[src/logic/avl_cfg_pkg.sv]
package avl_cfg_pkg;

  // avalon slave side
  parameter int BurstWidth = 6;         // up to 63 words in a burst
  parameter int WordBytes  = 16;        // one 128-bit avalon word

  // command fifo fill level
  parameter int CmdFifoUsedWidth = 4;
  parameter int CmdFifoOkMax     = 8;   // header may be written at or below this level

  // max read request size field in the device control register
  parameter int MaxRdSizeLsb   = 12;
  parameter int MaxRdSizeWidth = 3;
  parameter int RdSize128      = 128;   // code 0
  parameter int RdSize256      = 256;   // code 1
  parameter int RdSize512      = 512;   // all other codes

  // byte count of one read sized for a full burst of words
  parameter int RdBytesWidth = 10;

  // interrupt enable register
  parameter int IrqEnaWidth = 32;
  parameter int MbIrqEnaLsb = 16;       // eight mailbox enables from here upward
  parameter int MbAddrBits  = 3;

endpackage

[src/logic/tlp_hdr_pkg.sv]
package tlp_hdr_pkg;

  // request header as written into the command fifo
  parameter int HdrWidth = 99;

  parameter int PcieAddrWidth = 64;
  parameter int AddrLsb       = 0;      // address in bits 63:0

  // request type flags
  parameter int IsRd32Bit = 64;
  parameter int IsRd64Bit = 65;
  parameter int IsWr32Bit = 66;
  parameter int IsWr64Bit = 67;

  parameter int BeWidth      = 4;
  parameter int FbeLsb       = 70;      // first dw byte enables
  parameter int TagLsb       = 74;
  parameter int MsiBit       = 81;
  parameter int LenLsb       = 85;      // length in dw
  parameter int LbeLsb       = 94;      // last dw byte enables
  parameter int LastSubRdBit = 98;      // final segment of a split read

  parameter int TagWidth = 4;
  parameter int LenWidth = 9;

  // pcie rules
  parameter int BoundaryBytes = 4096;   // a request never crosses this
  parameter int DwBytes       = 4;

endpackage

[src/logic/msi_request.sv]
`timescale 1ns/100ps

module msi_request #(
  parameter int IrqNum = 1
) (
  input  logic                                 AvlClk_i,
  input  logic                                 Rstn_i,
  input  logic [IrqNum-1:0]                    RxmIrq_i,
  input  logic [avl_cfg_pkg::IrqEnaWidth-1:0]  PCIeIrqEna_i,
  input  logic                                 A2PMbWrReq_i,
  input  logic [avl_cfg_pkg::MbAddrBits-1:0]   A2PMbWrAddr_i,
  input  logic                                 msi_en_i,
  input  logic                                 msi_sent_i,
  output logic                                 msi_pending_o
);

  localparam int MbNum = 2 ** avl_cfg_pkg::MbAddrBits;

  logic             irq_any;
  logic             irq_q;
  logic             irq_rise;
  logic [MbNum-1:0] mb_ena;
  logic             mb_hit;
  logic             msi_set;

  assign irq_any = |(RxmIrq_i & PCIeIrqEna_i[IrqNum-1:0]);

  always_ff @(posedge AvlClk_i or negedge Rstn_i)
  begin
    if (!Rstn_i)
      irq_q <= 1'b0;
    else
      irq_q <= irq_any;
  end

  assign irq_rise = irq_any & ~irq_q;

  // mailbox write raises an msi only if its slot is enabled
  assign mb_ena  = PCIeIrqEna_i[avl_cfg_pkg::MbIrqEnaLsb +: MbNum];
  assign mb_hit  = A2PMbWrReq_i & mb_ena[A2PMbWrAddr_i];
  assign msi_set = (irq_rise | mb_hit) & msi_en_i;

  always_ff @(posedge AvlClk_i or negedge Rstn_i)
  begin
    if (!Rstn_i)
      msi_pending_o <= 1'b0;
    else if (msi_set)
      msi_pending_o <= 1'b1;  // a new event is never dropped
    else if (msi_sent_i)
      msi_pending_o <= 1'b0;
  end

endmodule

[src/logic/pending_rd_tracker.sv]
`timescale 1ns/100ps

module pending_rd_tracker #(
  parameter int MaxPendingReads = 8,
  parameter int FifoDepth       = 16
) (
  input  logic                                AvlClk_i,
  input  logic                                Rstn_i,
  input  logic                                rd_accept_i,
  input  logic [avl_cfg_pkg::BurstWidth-1:0]  burst_count_i,
  input  logic                                TxsReadDataValid_i,
  output logic                                rd_slot_free_o
);

  localparam int BurstWidth = avl_cfg_pkg::BurstWidth;
  localparam int PtrWidth   = $clog2(FifoDepth);
  localparam int CntWidth   = $clog2(MaxPendingReads + 1);

  logic [BurstWidth-1:0] fifo_mem [FifoDepth];
  logic [PtrWidth-1:0]   wr_ptr;
  logic [PtrWidth-1:0]   rd_ptr;
  logic [CntWidth-1:0]   out_cnt;     // reads accepted and not fully returned
  logic [BurstWidth-1:0] valid_cnt;   // data words returned for the oldest read
  logic                  fifo_empty;
  logic                  head_done;

  function automatic logic [PtrWidth-1:0] ptr_inc(input logic [PtrWidth-1:0] ptr);
    if (ptr == PtrWidth'(FifoDepth - 1))
      return '0;
    return ptr + 1'b1;
  endfunction

  // every fifo entry has a matching outstanding read
  assign fifo_empty = (out_cnt == '0);
  assign head_done  = ~fifo_empty & (valid_cnt == fifo_mem[rd_ptr]);

  always_ff @(posedge AvlClk_i)
  begin
    if (rd_accept_i)
      fifo_mem[wr_ptr] <= burst_count_i;
  end

  always_ff @(posedge AvlClk_i or negedge Rstn_i)
  begin
    if (!Rstn_i)
    begin
      wr_ptr <= '0;
      rd_ptr <= '0;
    end
    else
    begin
      if (rd_accept_i)
        wr_ptr <= ptr_inc(wr_ptr);
      if (head_done)
        rd_ptr <= ptr_inc(rd_ptr);
    end
  end

  always_ff @(posedge AvlClk_i or negedge Rstn_i)
  begin
    if (!Rstn_i)
      valid_cnt <= '0;
    else if (head_done)
      valid_cnt <= BurstWidth'(TxsReadDataValid_i);  // a word in this cycle belongs to the next read
    else if (TxsReadDataValid_i)
      valid_cnt <= valid_cnt + 1'b1;
  end

  always_ff @(posedge AvlClk_i or negedge Rstn_i)
  begin
    if (!Rstn_i)
      out_cnt <= '0;
    else if (rd_accept_i & ~head_done)
      out_cnt <= out_cnt + 1'b1;
    else if (head_done & ~rd_accept_i)
      out_cnt <= out_cnt - 1'b1;
  end

  assign rd_slot_free_o = (out_cnt < CntWidth'(MaxPendingReads));

endmodule

[src/logic/rd_split_calc.sv]
`timescale 1ns/100ps

module rd_split_calc #(
  parameter int AddrWidth = 32
) (
  input  logic                                    AvlClk_i,
  input  logic                                    Rstn_i,
  input  logic                                    rd_load_i,
  input  logic                                    rd_hdr_sent_i,
  input  logic [avl_cfg_pkg::BurstWidth-1:0]      burst_count_i,
  input  logic [AddrWidth-1:0]                    start_addr_i,
  input  logic [avl_cfg_pkg::MaxRdSizeWidth-1:0]  max_rd_code_i,
  output logic [avl_cfg_pkg::RdBytesWidth-1:0]    seg_bytes_o,
  output logic [AddrWidth-1:0]                    seg_addr_o,
  output logic                                    seg_last_o
);

  localparam int RdBytesWidth = avl_cfg_pkg::RdBytesWidth;
  localparam int WordBits     = $clog2(avl_cfg_pkg::WordBytes);
  localparam int BndBits      = $clog2(tlp_hdr_pkg::BoundaryBytes);
  localparam int BndWidth     = BndBits + 1;  // holds a full 4 KB

  logic [RdBytesWidth-1:0] remain_q;
  logic [AddrWidth-1:0]    next_addr;
  logic [RdBytesWidth-1:0] next_remain;
  logic [RdBytesWidth-1:0] max_rd_size;
  logic [BndWidth-1:0]     to_bnd;
  logic                    remain_fits;
  logic                    bnd_limits;
  logic [RdBytesWidth-1:0] next_seg_bytes;
  logic                    seg_update;

  // max read request size decode
  always_comb
  begin
    if (max_rd_code_i == '0)
      max_rd_size = RdBytesWidth'(avl_cfg_pkg::RdSize128);
    else if (max_rd_code_i == avl_cfg_pkg::MaxRdSizeWidth'(1))
      max_rd_size = RdBytesWidth'(avl_cfg_pkg::RdSize256);
    else
      max_rd_size = RdBytesWidth'(avl_cfg_pkg::RdSize512);
  end

  assign seg_update = rd_load_i | rd_hdr_sent_i;

  // start of the next segment from a fresh read or the rest of the current one
  always_comb
  begin
    if (rd_load_i)
    begin
      next_addr   = {start_addr_i[AddrWidth-1:WordBits], {WordBits{1'b0}}};
      next_remain = RdBytesWidth'(burst_count_i) * RdBytesWidth'(avl_cfg_pkg::WordBytes);
    end
    else
    begin
      next_addr   = seg_addr_o + AddrWidth'(seg_bytes_o);
      next_remain = remain_q - seg_bytes_o;
    end
  end

  assign to_bnd = BndWidth'(tlp_hdr_pkg::BoundaryBytes) - BndWidth'(next_addr[BndBits-1:0]);

  assign remain_fits = (next_remain <= max_rd_size) & (BndWidth'(next_remain) <= to_bnd);
  assign bnd_limits  = (to_bnd <= BndWidth'(max_rd_size));  // boundary is the tighter limit

  always_comb
  begin
    if (remain_fits)
      next_seg_bytes = next_remain;
    else if (bnd_limits)
      next_seg_bytes = RdBytesWidth'(to_bnd);
    else
      next_seg_bytes = max_rd_size;
  end

  always_ff @(posedge AvlClk_i)
  begin
    if (seg_update)
    begin
      seg_addr_o  <= next_addr;
      remain_q    <= next_remain;
      seg_bytes_o <= next_seg_bytes;
    end
  end

  always_ff @(posedge AvlClk_i or negedge Rstn_i)
  begin
    if (!Rstn_i)
      seg_last_o <= 1'b0;
    else if (seg_update)
      seg_last_o <= remain_fits;  // whole rest goes out in this segment
  end

endmodule

[src/logic/tlp_tx_read_ctrl.sv]
`timescale 1ns/100ps

module tlp_tx_read_ctrl #(
  parameter int AddrWidth       = 32,
  parameter int IrqNum          = 1,
  parameter int MaxPendingReads = 8,
  parameter int FifoDepth       = 16
) (
  input  logic                                      AvlClk_i,
  input  logic                                      Rstn_i,
  // avalon read port
  input  logic                                      TxChipSelect_i,
  input  logic                                      TxRead_i,
  input  logic [avl_cfg_pkg::BurstWidth-1:0]        TxBurstCount_i,
  input  logic [AddrWidth-1:0]                      TxAddress_i,   // byte address
  output logic                                      TxWaitRequest_o,
  // command fifo
  input  logic [avl_cfg_pkg::CmdFifoUsedWidth-1:0]  CmdFifoUsedW_i,
  output logic                                      TxReqWr_o,
  output logic [tlp_hdr_pkg::HdrWidth-1:0]          TxReqHeader_o,
  output logic                                      CmdFifoBusy_o,
  input  logic                                      TxsReadDataValid_i,
  // configuration
  input  logic [31:0]                               DevCsr_i,
  input  logic                                      MasterEnable_i,
  input  logic [15:0]                               MsiCsr_i,
  input  logic [tlp_hdr_pkg::PcieAddrWidth-1:0]     MsiAddr_i,
  input  logic [avl_cfg_pkg::IrqEnaWidth-1:0]       PCIeIrqEna_i,
  // interrupt sources
  input  logic [IrqNum-1:0]                         RxmIrq_i,
  input  logic                                      A2PMbWrReq_i,
  input  logic [avl_cfg_pkg::MbAddrBits-1:0]        A2PMbWrAddr_i
);

  logic                                 rd_accept;
  logic                                 rd_load;
  logic                                 rd_hdr_sent;
  logic                                 msi_sent;
  logic                                 rd_slot_free;
  logic                                 msi_pending;
  logic [avl_cfg_pkg::RdBytesWidth-1:0] seg_bytes;
  logic [AddrWidth-1:0]                 seg_addr;
  logic                                 seg_last;

  txs_req_ctrl #(
    .AddrWidth (AddrWidth)
  ) txs_req_ctrl_i (
    .AvlClk_i        (AvlClk_i),
    .Rstn_i          (Rstn_i),
    .TxChipSelect_i  (TxChipSelect_i),
    .TxRead_i        (TxRead_i),
    .CmdFifoUsedW_i  (CmdFifoUsedW_i),
    .MasterEnable_i  (MasterEnable_i),
    .MsiAddr_i       (MsiAddr_i),
    .rd_slot_free_i  (rd_slot_free),
    .msi_pending_i   (msi_pending),
    .seg_bytes_i     (seg_bytes),
    .seg_addr_i      (seg_addr),
    .seg_last_i      (seg_last),
    .TxWaitRequest_o (TxWaitRequest_o),
    .TxReqWr_o       (TxReqWr_o),
    .TxReqHeader_o   (TxReqHeader_o),
    .CmdFifoBusy_o   (CmdFifoBusy_o),
    .rd_accept_o     (rd_accept),
    .rd_load_o       (rd_load),
    .rd_hdr_sent_o   (rd_hdr_sent),
    .msi_sent_o      (msi_sent)
  );

  rd_split_calc #(
    .AddrWidth (AddrWidth)
  ) rd_split_calc_i (
    .AvlClk_i      (AvlClk_i),
    .Rstn_i        (Rstn_i),
    .rd_load_i     (rd_load),
    .rd_hdr_sent_i (rd_hdr_sent),
    .burst_count_i (TxBurstCount_i),
    .start_addr_i  (TxAddress_i),
    .max_rd_code_i (DevCsr_i[avl_cfg_pkg::MaxRdSizeLsb +: avl_cfg_pkg::MaxRdSizeWidth]),
    .seg_bytes_o   (seg_bytes),
    .seg_addr_o    (seg_addr),
    .seg_last_o    (seg_last)
  );

  pending_rd_tracker #(
    .MaxPendingReads (MaxPendingReads),
    .FifoDepth       (FifoDepth)
  ) pending_rd_tracker_i (
    .AvlClk_i           (AvlClk_i),
    .Rstn_i             (Rstn_i),
    .rd_accept_i        (rd_accept),
    .burst_count_i      (TxBurstCount_i),
    .TxsReadDataValid_i (TxsReadDataValid_i),
    .rd_slot_free_o     (rd_slot_free)
  );

  msi_request #(
    .IrqNum (IrqNum)
  ) msi_request_i (
    .AvlClk_i      (AvlClk_i),
    .Rstn_i        (Rstn_i),
    .RxmIrq_i      (RxmIrq_i),
    .PCIeIrqEna_i  (PCIeIrqEna_i),
    .A2PMbWrReq_i  (A2PMbWrReq_i),
    .A2PMbWrAddr_i (A2PMbWrAddr_i),
    .msi_en_i      (MsiCsr_i[0]),   // msi enable bit
    .msi_sent_i    (msi_sent),
    .msi_pending_o (msi_pending)
  );

endmodule

[src/logic/txs_req_ctrl.sv]
`timescale 1ns/100ps

module txs_req_ctrl #(
  parameter int AddrWidth = 32
) (
  input  logic                                      AvlClk_i,
  input  logic                                      Rstn_i,
  input  logic                                      TxChipSelect_i,
  input  logic                                      TxRead_i,
  input  logic [avl_cfg_pkg::CmdFifoUsedWidth-1:0]  CmdFifoUsedW_i,
  input  logic                                      MasterEnable_i,
  input  logic [tlp_hdr_pkg::PcieAddrWidth-1:0]     MsiAddr_i,
  input  logic                                      rd_slot_free_i,
  input  logic                                      msi_pending_i,
  input  logic [avl_cfg_pkg::RdBytesWidth-1:0]      seg_bytes_i,
  input  logic [AddrWidth-1:0]                      seg_addr_i,
  input  logic                                      seg_last_i,
  output logic                                      TxWaitRequest_o,
  output logic                                      TxReqWr_o,
  output logic [tlp_hdr_pkg::HdrWidth-1:0]          TxReqHeader_o,
  output logic                                      CmdFifoBusy_o,
  output logic                                      rd_accept_o,
  output logic                                      rd_load_o,
  output logic                                      rd_hdr_sent_o,
  output logic                                      msi_sent_o
);

  localparam int UsedWidth  = avl_cfg_pkg::CmdFifoUsedWidth;
  localparam int PAddrWidth = tlp_hdr_pkg::PcieAddrWidth;
  localparam int HalfAddr   = PAddrWidth / 2;
  localparam int LenWidth   = tlp_hdr_pkg::LenWidth;
  localparam int BeWidth    = tlp_hdr_pkg::BeWidth;
  localparam int TagWidth   = tlp_hdr_pkg::TagWidth;

  typedef enum logic [2:0] {
    StIdle,
    StWait,     // waiting for room in the command fifo
    StRdHdr,
    StRdPipe,   // lets the split calculator catch up
    StMsi
  } state_e;

  state_e                state_q;
  state_e                state_d;
  logic                  cmd_fifo_ok;
  logic [TagWidth-1:0]   tag_q;
  logic [PAddrWidth-1:0] rd_addr64;
  logic                  rd_addr_32;
  logic                  msi_addr_32;

  assign cmd_fifo_ok = (CmdFifoUsedW_i <= UsedWidth'(avl_cfg_pkg::CmdFifoOkMax));

  // a pending msi blocks new reads
  assign rd_accept_o = (state_q == StIdle) & TxChipSelect_i & TxRead_i & rd_slot_free_i &
                       ~msi_pending_i & MasterEnable_i;
  assign rd_load_o   = rd_accept_o;

  always_comb
  begin
    state_d = state_q;
    case (state_q)
      StIdle:
        if (msi_pending_i & cmd_fifo_ok & MasterEnable_i)
          state_d = StMsi;
        else if (rd_accept_o)
          state_d = StWait;
      StWait:
        if (cmd_fifo_ok)
          state_d = StRdHdr;
      StRdHdr:
        state_d = seg_last_i ? StIdle : StRdPipe;
      StRdPipe:
        state_d = StWait;
      StMsi:
        state_d = StIdle;
      default:
        state_d = StIdle;
    endcase
  end

  always_ff @(posedge AvlClk_i or negedge Rstn_i)
  begin
    if (!Rstn_i)
      state_q <= StIdle;
    else
      state_q <= state_d;
  end

  always_ff @(posedge AvlClk_i or negedge Rstn_i)
  begin
    if (!Rstn_i)
      tag_q <= '0;
    else if (rd_hdr_sent_o)
      tag_q <= tag_q + 1'b1;  // wraps around
  end

  assign TxWaitRequest_o = ~rd_accept_o;
  assign rd_hdr_sent_o   = (state_q == StRdHdr);
  assign msi_sent_o      = (state_q == StMsi);
  assign TxReqWr_o       = rd_hdr_sent_o | msi_sent_o;
  assign CmdFifoBusy_o   = (state_q == StWait) | msi_pending_i;

  assign rd_addr64   = PAddrWidth'(seg_addr_i);
  assign rd_addr_32  = (rd_addr64[PAddrWidth-1:HalfAddr] == '0);
  assign msi_addr_32 = (MsiAddr_i[PAddrWidth-1:HalfAddr] == '0);

  // header fields
  always_comb
  begin
    TxReqHeader_o = '0;
    if (msi_sent_o)
    begin
      TxReqHeader_o[tlp_hdr_pkg::AddrLsb +: PAddrWidth] = MsiAddr_i;
      TxReqHeader_o[tlp_hdr_pkg::IsWr32Bit]             = msi_addr_32;
      TxReqHeader_o[tlp_hdr_pkg::IsWr64Bit]             = ~msi_addr_32;
      TxReqHeader_o[tlp_hdr_pkg::FbeLsb +: BeWidth]     = '1;
      TxReqHeader_o[tlp_hdr_pkg::LenLsb +: LenWidth]    = LenWidth'(1);  // single dw write
      TxReqHeader_o[tlp_hdr_pkg::MsiBit]                = 1'b1;
    end
    else
    begin
      TxReqHeader_o[tlp_hdr_pkg::AddrLsb +: PAddrWidth] = rd_addr64;
      TxReqHeader_o[tlp_hdr_pkg::IsRd32Bit]             = rd_addr_32;
      TxReqHeader_o[tlp_hdr_pkg::IsRd64Bit]             = ~rd_addr_32;
      TxReqHeader_o[tlp_hdr_pkg::FbeLsb +: BeWidth]     = '1;
      TxReqHeader_o[tlp_hdr_pkg::TagLsb +: TagWidth]    = tag_q;
      TxReqHeader_o[tlp_hdr_pkg::LenLsb +: LenWidth]    =
        LenWidth'(seg_bytes_i / tlp_hdr_pkg::DwBytes);
      TxReqHeader_o[tlp_hdr_pkg::LbeLsb +: BeWidth]     = '1;  // reads are whole words
      TxReqHeader_o[tlp_hdr_pkg::LastSubRdBit]          = seg_last_i;
    end
  end

endmodule
[config.mk]
export PLATFORM = sky130hd
export DESIGN_NAME = tlp_tx_read_ctrl
export DESIGN_NICKNAME = d
export VERILOG_FILES = /design/src/logic/avl_cfg_pkg.sv /design/src/logic/tlp_hdr_pkg.sv /design/src/logic/msi_request.sv /design/src/logic/pending_rd_tracker.sv /design/src/logic/rd_split_calc.sv /design/src/logic/tlp_tx_read_ctrl.sv /design/src/logic/txs_req_ctrl.sv
export SDC_FILE = /design/constraint.sdc
export NUM_CORES = 1
export LEC_CHECK = 0
export BUFFER_PORTS_ARGS = -buffer_cell sky130_fd_sc_hd__buf_2
export CORE_ASPECT_RATIO = 0.9
export CORE_MARGIN = 5
export CORE_UTILIZATION = 55
export DETAILED_ROUTE_END_ITERATION = 10
export PLACE_DENSITY = 0.83
export SLEW_MARGIN = 20
export SYNTH_ARGS = -nofsm -noshare
export SYNTH_HDL_FRONTEND = slang
export SYNTH_SLANG_ARGS = --single-unit
export TNS_END_PERCENT = 30
[constraint.sdc]
create_clock -name AvlClk_i -period 6.9 [get_ports AvlClk_i]
set_input_delay 1.38 -clock AvlClk_i [delete_from_list [all_inputs] [get_ports AvlClk_i]]
set_output_delay 1.38 -clock AvlClk_i [all_outputs]
set_load 0.02 [all_outputs]
==> Word-level counts from Yosys, hierarchy flattened <==
Memories as Yosys holds them, arrays and structs flattened.
Cells that the tools add are included.
{ "word_totals": {"regBits": 80, "mem_bits_rw": 96, "in_bits": 197, "output_inout_bits": 102, "wordCells": 107, "mem_count": 1} }
{ "memory_table": {"columns": ["memory", "depth", "width", "read_ports", "rd_ports_with_merged_regs", "wr", "line_no", "text"], "rows": [
  ["pending_rd_tracker_i.fifo_mem", 16, 6, 1, 0, 1, "pending_rd_tracker.sv:19", "logic [BurstWidth-1:0] fifo_mem [FifoDepth];"]
]} }
{ "op_classes": {"add_sub_neg": 9, "magnitude_cmp": 6, "n_eq_ne": 10, "n_mux": 36, "bitwise_logic": 25, "n_reduce_logical": 8} }
{ "op_table": {"columns": ["cell", "count"], "rows": [
  ["$mux W64", 1],
  ["$mux W10", 5],
  ["$add A32 B10 Y32", 1],
  ["$logic_not A32 Y1", 1],
  ["$mux W32", 1],
  ["$mux W4", 7],
  ["$add A4 B1 Y4 const B", 4],
  ["$and A1 B1 Y1", 15],
  ["$le A10 B13 Y1", 1],
  ["$le A13 B10 Y1", 1],
  ["$sub A13 B12 Y13 const A", 1],
  ["$mux W6", 2],
  ["$pmux W3 S4", 1],
  ["$mux W1", 11],
  ["$le A10 B10 Y1", 1],
  ["$sub A10 B10 Y10", 1],
  ["$mux W3", 3],
  ["$eq A4 B4 Y1 const B", 2],
  ["$mux W8", 1],
  ["$add A6 B1 Y6 const B", 1],
  ["$eq A3 B1 Y1 const B", 2],
  ["$eq A3 B2 Y1 const B", 2],
  ["$eq A6 B6 Y1", 1],
  ["$logic_not A3 Y1", 2],
  ["15 further kinds", 26]
]} }

==> Longest topological paths before layout <==
{ "depth": {"ltp_word": 11, "mapped_depth": 23, "depth_no_buf": 22} }

==> By module <==
A second synthesis with hierarchy kept.
{ "unflattened": {"cells_unflattened": 955, "area_unflattened_um2": 11018.1} }
{ "by_module_without_submodules": {"columns": ["mod", "instances", "cells_per_inst", "area_per_inst_um2", "seq_area_each_um2"], "rows": [
  ["pending_rd_tracker", 1, 328, 5028.6, 3333.2],
  ["rd_split_calc", 1, 451, 4339.2, 1586.5],
  ["txs_req_ctrl", 1, 162, 1498.9, 175.2],
  ["msi_request", 1, 14, 151.4, 50.0]
]} }

==> Worst setup path before layout <==
Ideal clock, no wire load.
{ "synth_timing": {"kind": "input to register", "startpoint": "input port MasterEnable_i", "endpoint": "register rd_split_calc_i.seg_bytes_o[7] (netlist bit) (data pin)", "setup_time_ns": 0.280, "arrival_time_ns": 4.885, "required_ns": 6.620, "slack_ns": 1.735, "cell_stages": 20, "n_path_buf": 3, "path_cell_list": "or4b_1 > buf_6 > or2_4 > buf_6 > nand2_1 > ha_1 > inv_1 > a211oi_1 > nand2_1 > xnor2_1 > ha_1 > nand4_1 > nor2_1 > or4_1 > o21ai_0 > a21oi_1 > o211ai_1 > a21o_1 > buf_6 > mux2i_1"} }
{ "synth_between": {"elab_chain_len": 6, "word_cells_on_any_way": 10, "classes_between": "add/sub (1); order compare (3); mux (4); bitwise (2)"} }
{ "synth_rtl": {"columns": ["item", "line_no", "text"], "rows": [
  ["start: declaration", "tlp_tx_read_ctrl.sv:25", "input logic MasterEnable_i,"],
  ["$and A1 B1 Y1 *", "txs_req_ctrl.sv:55", "~msi_pending_i & MasterEnable_i;"],
  ["$mux W32", "rd_split_calc.sv:49", "if (rd_load_i)"],
  ["$sub A13 B12 Y13", "rd_split_calc.sv:61", "assign to_bnd = BndWidth'(tlp_hdr_pkg::BoundaryBytes) - BndWidth'(next_addr[BndBits-1:0]);"],
  ["$le A13 B10 Y1 / $le A10 B13 Y1 (equally long branches)", "rd_split_calc.sv:64, rd_split_calc.sv:63", null],
  ["$mux W10 / $and A1 B1 Y1 (equally long branches)", "rd_split_calc.sv:70, rd_split_calc.sv:63", null],
  ["$mux W10 *", "rd_split_calc.sv:68", "if (remain_fits)"],
  ["net rd_split_calc_i.next_seg_bytes[7]", "rd_split_calc.sv:30", "logic [RdBytesWidth-1:0] next_seg_bytes;"],
  ["end signal: assignment", "rd_split_calc.sv:82", "seg_bytes_o <= next_seg_bytes;"],
  ["end: declaration", "rd_split_calc.sv:13", "output logic [avl_cfg_pkg::RdBytesWidth-1:0] seg_bytes_o,"]
]} }
The timed path passes the listed nets; every way through them passes the cells marked *.
A chain may end at the register's enable or synchronous reset.

==> Final worst setup path <==
Ends and elaborated chain as after synthesis.

==> results.md <==
* Outcome: completed
* Hold-fix buffers, CTS at 0
* Area of placed instances at 0.01154 mm2
* Area growth syn-to-layout at 17.20%
* EDFF count, synth at 148
* Clock Latency Late Sink at 0.43 ns
* Sequential share of the synthesized area at 49.52%
* Crit path cell chain: buf_2 > or4b_1 > or2_4 > nand2_1 > ha_1 > inv_1 > a211oi_1 > nand2_1 > xnor2_1 > ha_1 > nand4_1 > nor2_1 > or4_1 > o21ai_0 > a21oi_1 > o211ai_1 > a21o_1 > mux2i_1
* Max cap viols at 0
* Asr flop ratio synth at 15.91%
* P per Cell Area at 528.0 mW/mm2
* Most frequent cells in the layout: buf_2 (213), nand2_1 (153), edfxtp_1 (148), inv_1 (51), nor2_1 (50)
* Synth Area in XOR/XNOR at 5.106%
* Final Skew at 0.007667 ns
* Fin crit period at 5.720 ns
* Critical R2R Launch: txs_req_ctrl_i.state_q[0]
* Fmax at 174.8 MHz
* Hold Crit Class: flip-flop to flip-flop
* Req. time, crit path at 7.04 ns
* Max-slew violations at 0
* Worst-case reg-to-reg path depth at 17
* Average routed wire per standard cell at 20.18 um
* Die Area at 0.02174 mm2
* Hold Path Sink: txs_req_ctrl_i.tag_q[3]
* DP HPWL at 20,320 um
* Total wire length at 28,030 um
* Final total power at 6.429 mW
* CTS buffer count at 17
* CTS tree: done
* DRT iter0 DRCs at 861
* Largest net degree at the start of global routing at 53
* GPL Wtd Cong at 0.9088
* Proportion of synthesized area in mux cells at 8.671%
* Global Route Usage Sum at 25.60%
* Final nets at 1,374
* Synth Instances at 933
* First-pass GRT wire length at 43,390 um
* Reg-to-Reg End: rd_split_calc_i.seg_bytes_o[7]
* Post-CTS resize count at 0
* H-tree depth at 4
* Final ANT Viol Nets at 0
* Synth Flop Type: edfxtp_1
* Critical path class: input pin to flip-flop
* Unique masters post-synth at 77
* Die width at 154.9 um
* WP buf/inv at 2
* Filler cells at 1,367
* Slowest-stage cell, CP: or4b_1
* Hold depth at 1
* Part of the cycle the worst path needs at 82.89%
* Final setup vio count at 0
* Reg2reg setup slack at 1.68 ns
* Clk root buf: clkbuf_16
* Setup_tns at 0 ns
* Synth Area in Simple Gates at 17.18%
* Slew headroom at 32.79%
* Compound-Gate Fraction of Synth Area at 8.598%
* Crit end category: flip-flop
* Initial antenna violation count at 1
* Port Buffers at 213
* Commonest non-fill, non-tap cell in the layout: buf_2
* Worst-path fanout max at 11
* Synthesized area per cell at 11.14 um2
* Vias per cell at 5.833
* Fin area at 0.01218 mm2
* Critical Path Start Type: input pin
* Leak at 5.189 nW
* Synth warnings at 0
* Yosys reg bits at 176
* Drt first pass iters at 6
* Worst-Margin Slew at 0.9999 ns
* Largest family of logic cells by synthesized area: simple AND/OR/NAND/NOR gates
* Core Rows at 47
* Core area at 0.01847 mm2
* HP Start: txs_req_ctrl_i.tag_q[3]
* Delay-heaviest family, CP: simple AND/OR/NAND/NOR gates
* Mapped cell area at 0.01039 mm2
* Final Hold Fails at 0
* IO Count at 299
* CP max stage delay at 0.63 ns
* RSZ-0062 raised after global routing: no
* DRC viols at 0
* Share of layout cells above drive strength 1 at 27.82%
* Die height at 140.4 um
* Worst-path clk slew at 0.07 ns
* Vias in the first global route at 7,850
* Clock Tree Buf Depth at 2
* Clk sinks at 176
* VDD IR max at 0.5048 mV
* Initial core utilization at 56.27%
* Vias at 8,102
* Arrival time worst endpoint at 5.86 ns
* Adder-Cell Fraction of Synth Area at 5.877%
* Remaining Overflow, GRT at 0
* Post-CTS Setup Inserts at 0
-- synth_stat cells (4+ instances only) --
cell / n / share of area [%]
nand2_1: 153 / 5.5
nand4_1: 11 / 0.66
edfxtp_1: 148 / 43
buf_6: 4 / 0.43
nor4_1: 12 / 0.72
and2_1: 22 / 1.3
a21oi_1: 22 / 1.1
a31oi_1: 8 / 0.48
mux2_2: 6 / 0.65
nor2_1: 50 / 1.8
o22ai_1: 9 / 0.54
buf_4: 19 / 1.4
nor2b_1: 6 / 0.36
nand3_1: 22 / 1.1
o21bai_1: 6 / 0.43
clkbuf_1: 22 / 0.79
o21ai_0: 46 / 2.2
mux2i_1: 9 / 0.87
ha_1: 44 / 5.3
nor3_1: 11 / 0.53
xnor2_1: 35 / 3.0
dfrtp_1: 28 / 6.7
o211ai_1: 5 / 0.36
mux4_2: 32 / 6.9
and3_1: 46 / 2.8
buf_1: 6 / 0.22
xor2_1: 23 / 1.9
inv_1: 52 / 1.9
a21o_1: 5 / 0.36
-- stage by stage --
step	instances	hold WS, ns	setup WS, ns	util (%)
floorplan	945	0.4376	1.735	-
global placement	1356	0.4552	0.9821	62.51
detailed placement	1356	0.4656	0.9196	62.51
CTS	1388	0.4745	1.271	65.92
global route	1389	0.5048	0.9227	65.94
finish	1389	0.4732	1.181	65.94
-- metal layers --
layer  GRT usage (%)  vias up  part of all wire (%)  wire length (um)
met4           7.621        0                   2.5               694
met1           34.22     3898                    40             11220
li1                -     3749                     -                 -
met2           42.83      406                    49             13820
met5               0        -                     0                 0
met3           4.781       49                   8.2              2289
-- how the worst max path moves through the flow --
stage	start	endpoint	slack (ns)	depth (start not counted)
finish	MasterEnable_i	rd_split_calc_i.seg_bytes_o[7]	1.18	18
global route	MasterEnable_i	rd_split_calc_i.seg_bytes_o[7]	0.92	18
detailed placement	MasterEnable_i	rd_split_calc_i.seg_bytes_o[7]	0.92	18
global placement	MasterEnable_i	rd_split_calc_i.seg_bytes_o[7]	0.98	18
floorplan	MasterEnable_i	rd_split_calc_i.seg_bytes_o[7]	1.73	20
CTS	MasterEnable_i	rd_split_calc_i.seg_bytes_o[7]	1.27	18
-- layout make-up --
class | instances | area, um2 | share of cell area (%)
clock buffer | 18 | 439.2 | 3.607
tap | 245 | 306.5 | 2.517
inverter | 53 | 198.9 | 1.634
antenna | 1 | 2.502 | 0.02055
sequential | 176 | 5146 | 42.26
multi-input combinational | 662 | 4773 | 39.20
timing repair buffer | 220 | 1119 | 9.186
clock inverter | 14 | 191.4 | 1.572
-- state kept, by name (all words and copies together), names as in the netlist --
| register | flops |
|---|---|
| pending_rd_tracker_i.valid_cnt | 6 |
| rd_split_calc_i.seg_last_o | 1 |
| pending_rd_tracker_i.out_cnt | 4 |
| rd_split_calc_i.seg_bytes_o | 10 |
| rd_split_calc_i.seg_addr_o | 32 |
| pending_rd_tracker_i.fifo_mem | 96 |
| rd_split_calc_i.remain_q | 10 |
| txs_req_ctrl_i.tag_q | 4 |
| msi_request_i.msi_pending_o | 1 |
| pending_rd_tracker_i.rd_ptr | 4 |
| txs_req_ctrl_i.state_q | 3 |
| pending_rd_tracker_i.wr_ptr | 4 |
| msi_request_i.irq_q | 1 |
-- logic make-up after synthesis --
kind of cell    count (synthesis)
compound gates                133
xor+xnor                       59
fa+ha+maj                      47
buf+inv                       107
flops                         176
mux                            49
other cells                     2
simple gates                  360
-- where the power goes --
group / total (mW) / leakage (nW) / switching [mW] / internal, mW
Combinational: 3.71 / 3.20 / 2.27 / 1.43
Sequential: 1.69 / 1.68 / 0.209 / 1.48
Clock: 1.04 / 0.310 / 0.440 / 0.595
Total: 6.43 / 5.19 / 2.92 / 3.51
Note: power is estimated with default switching activity, not from simulation.
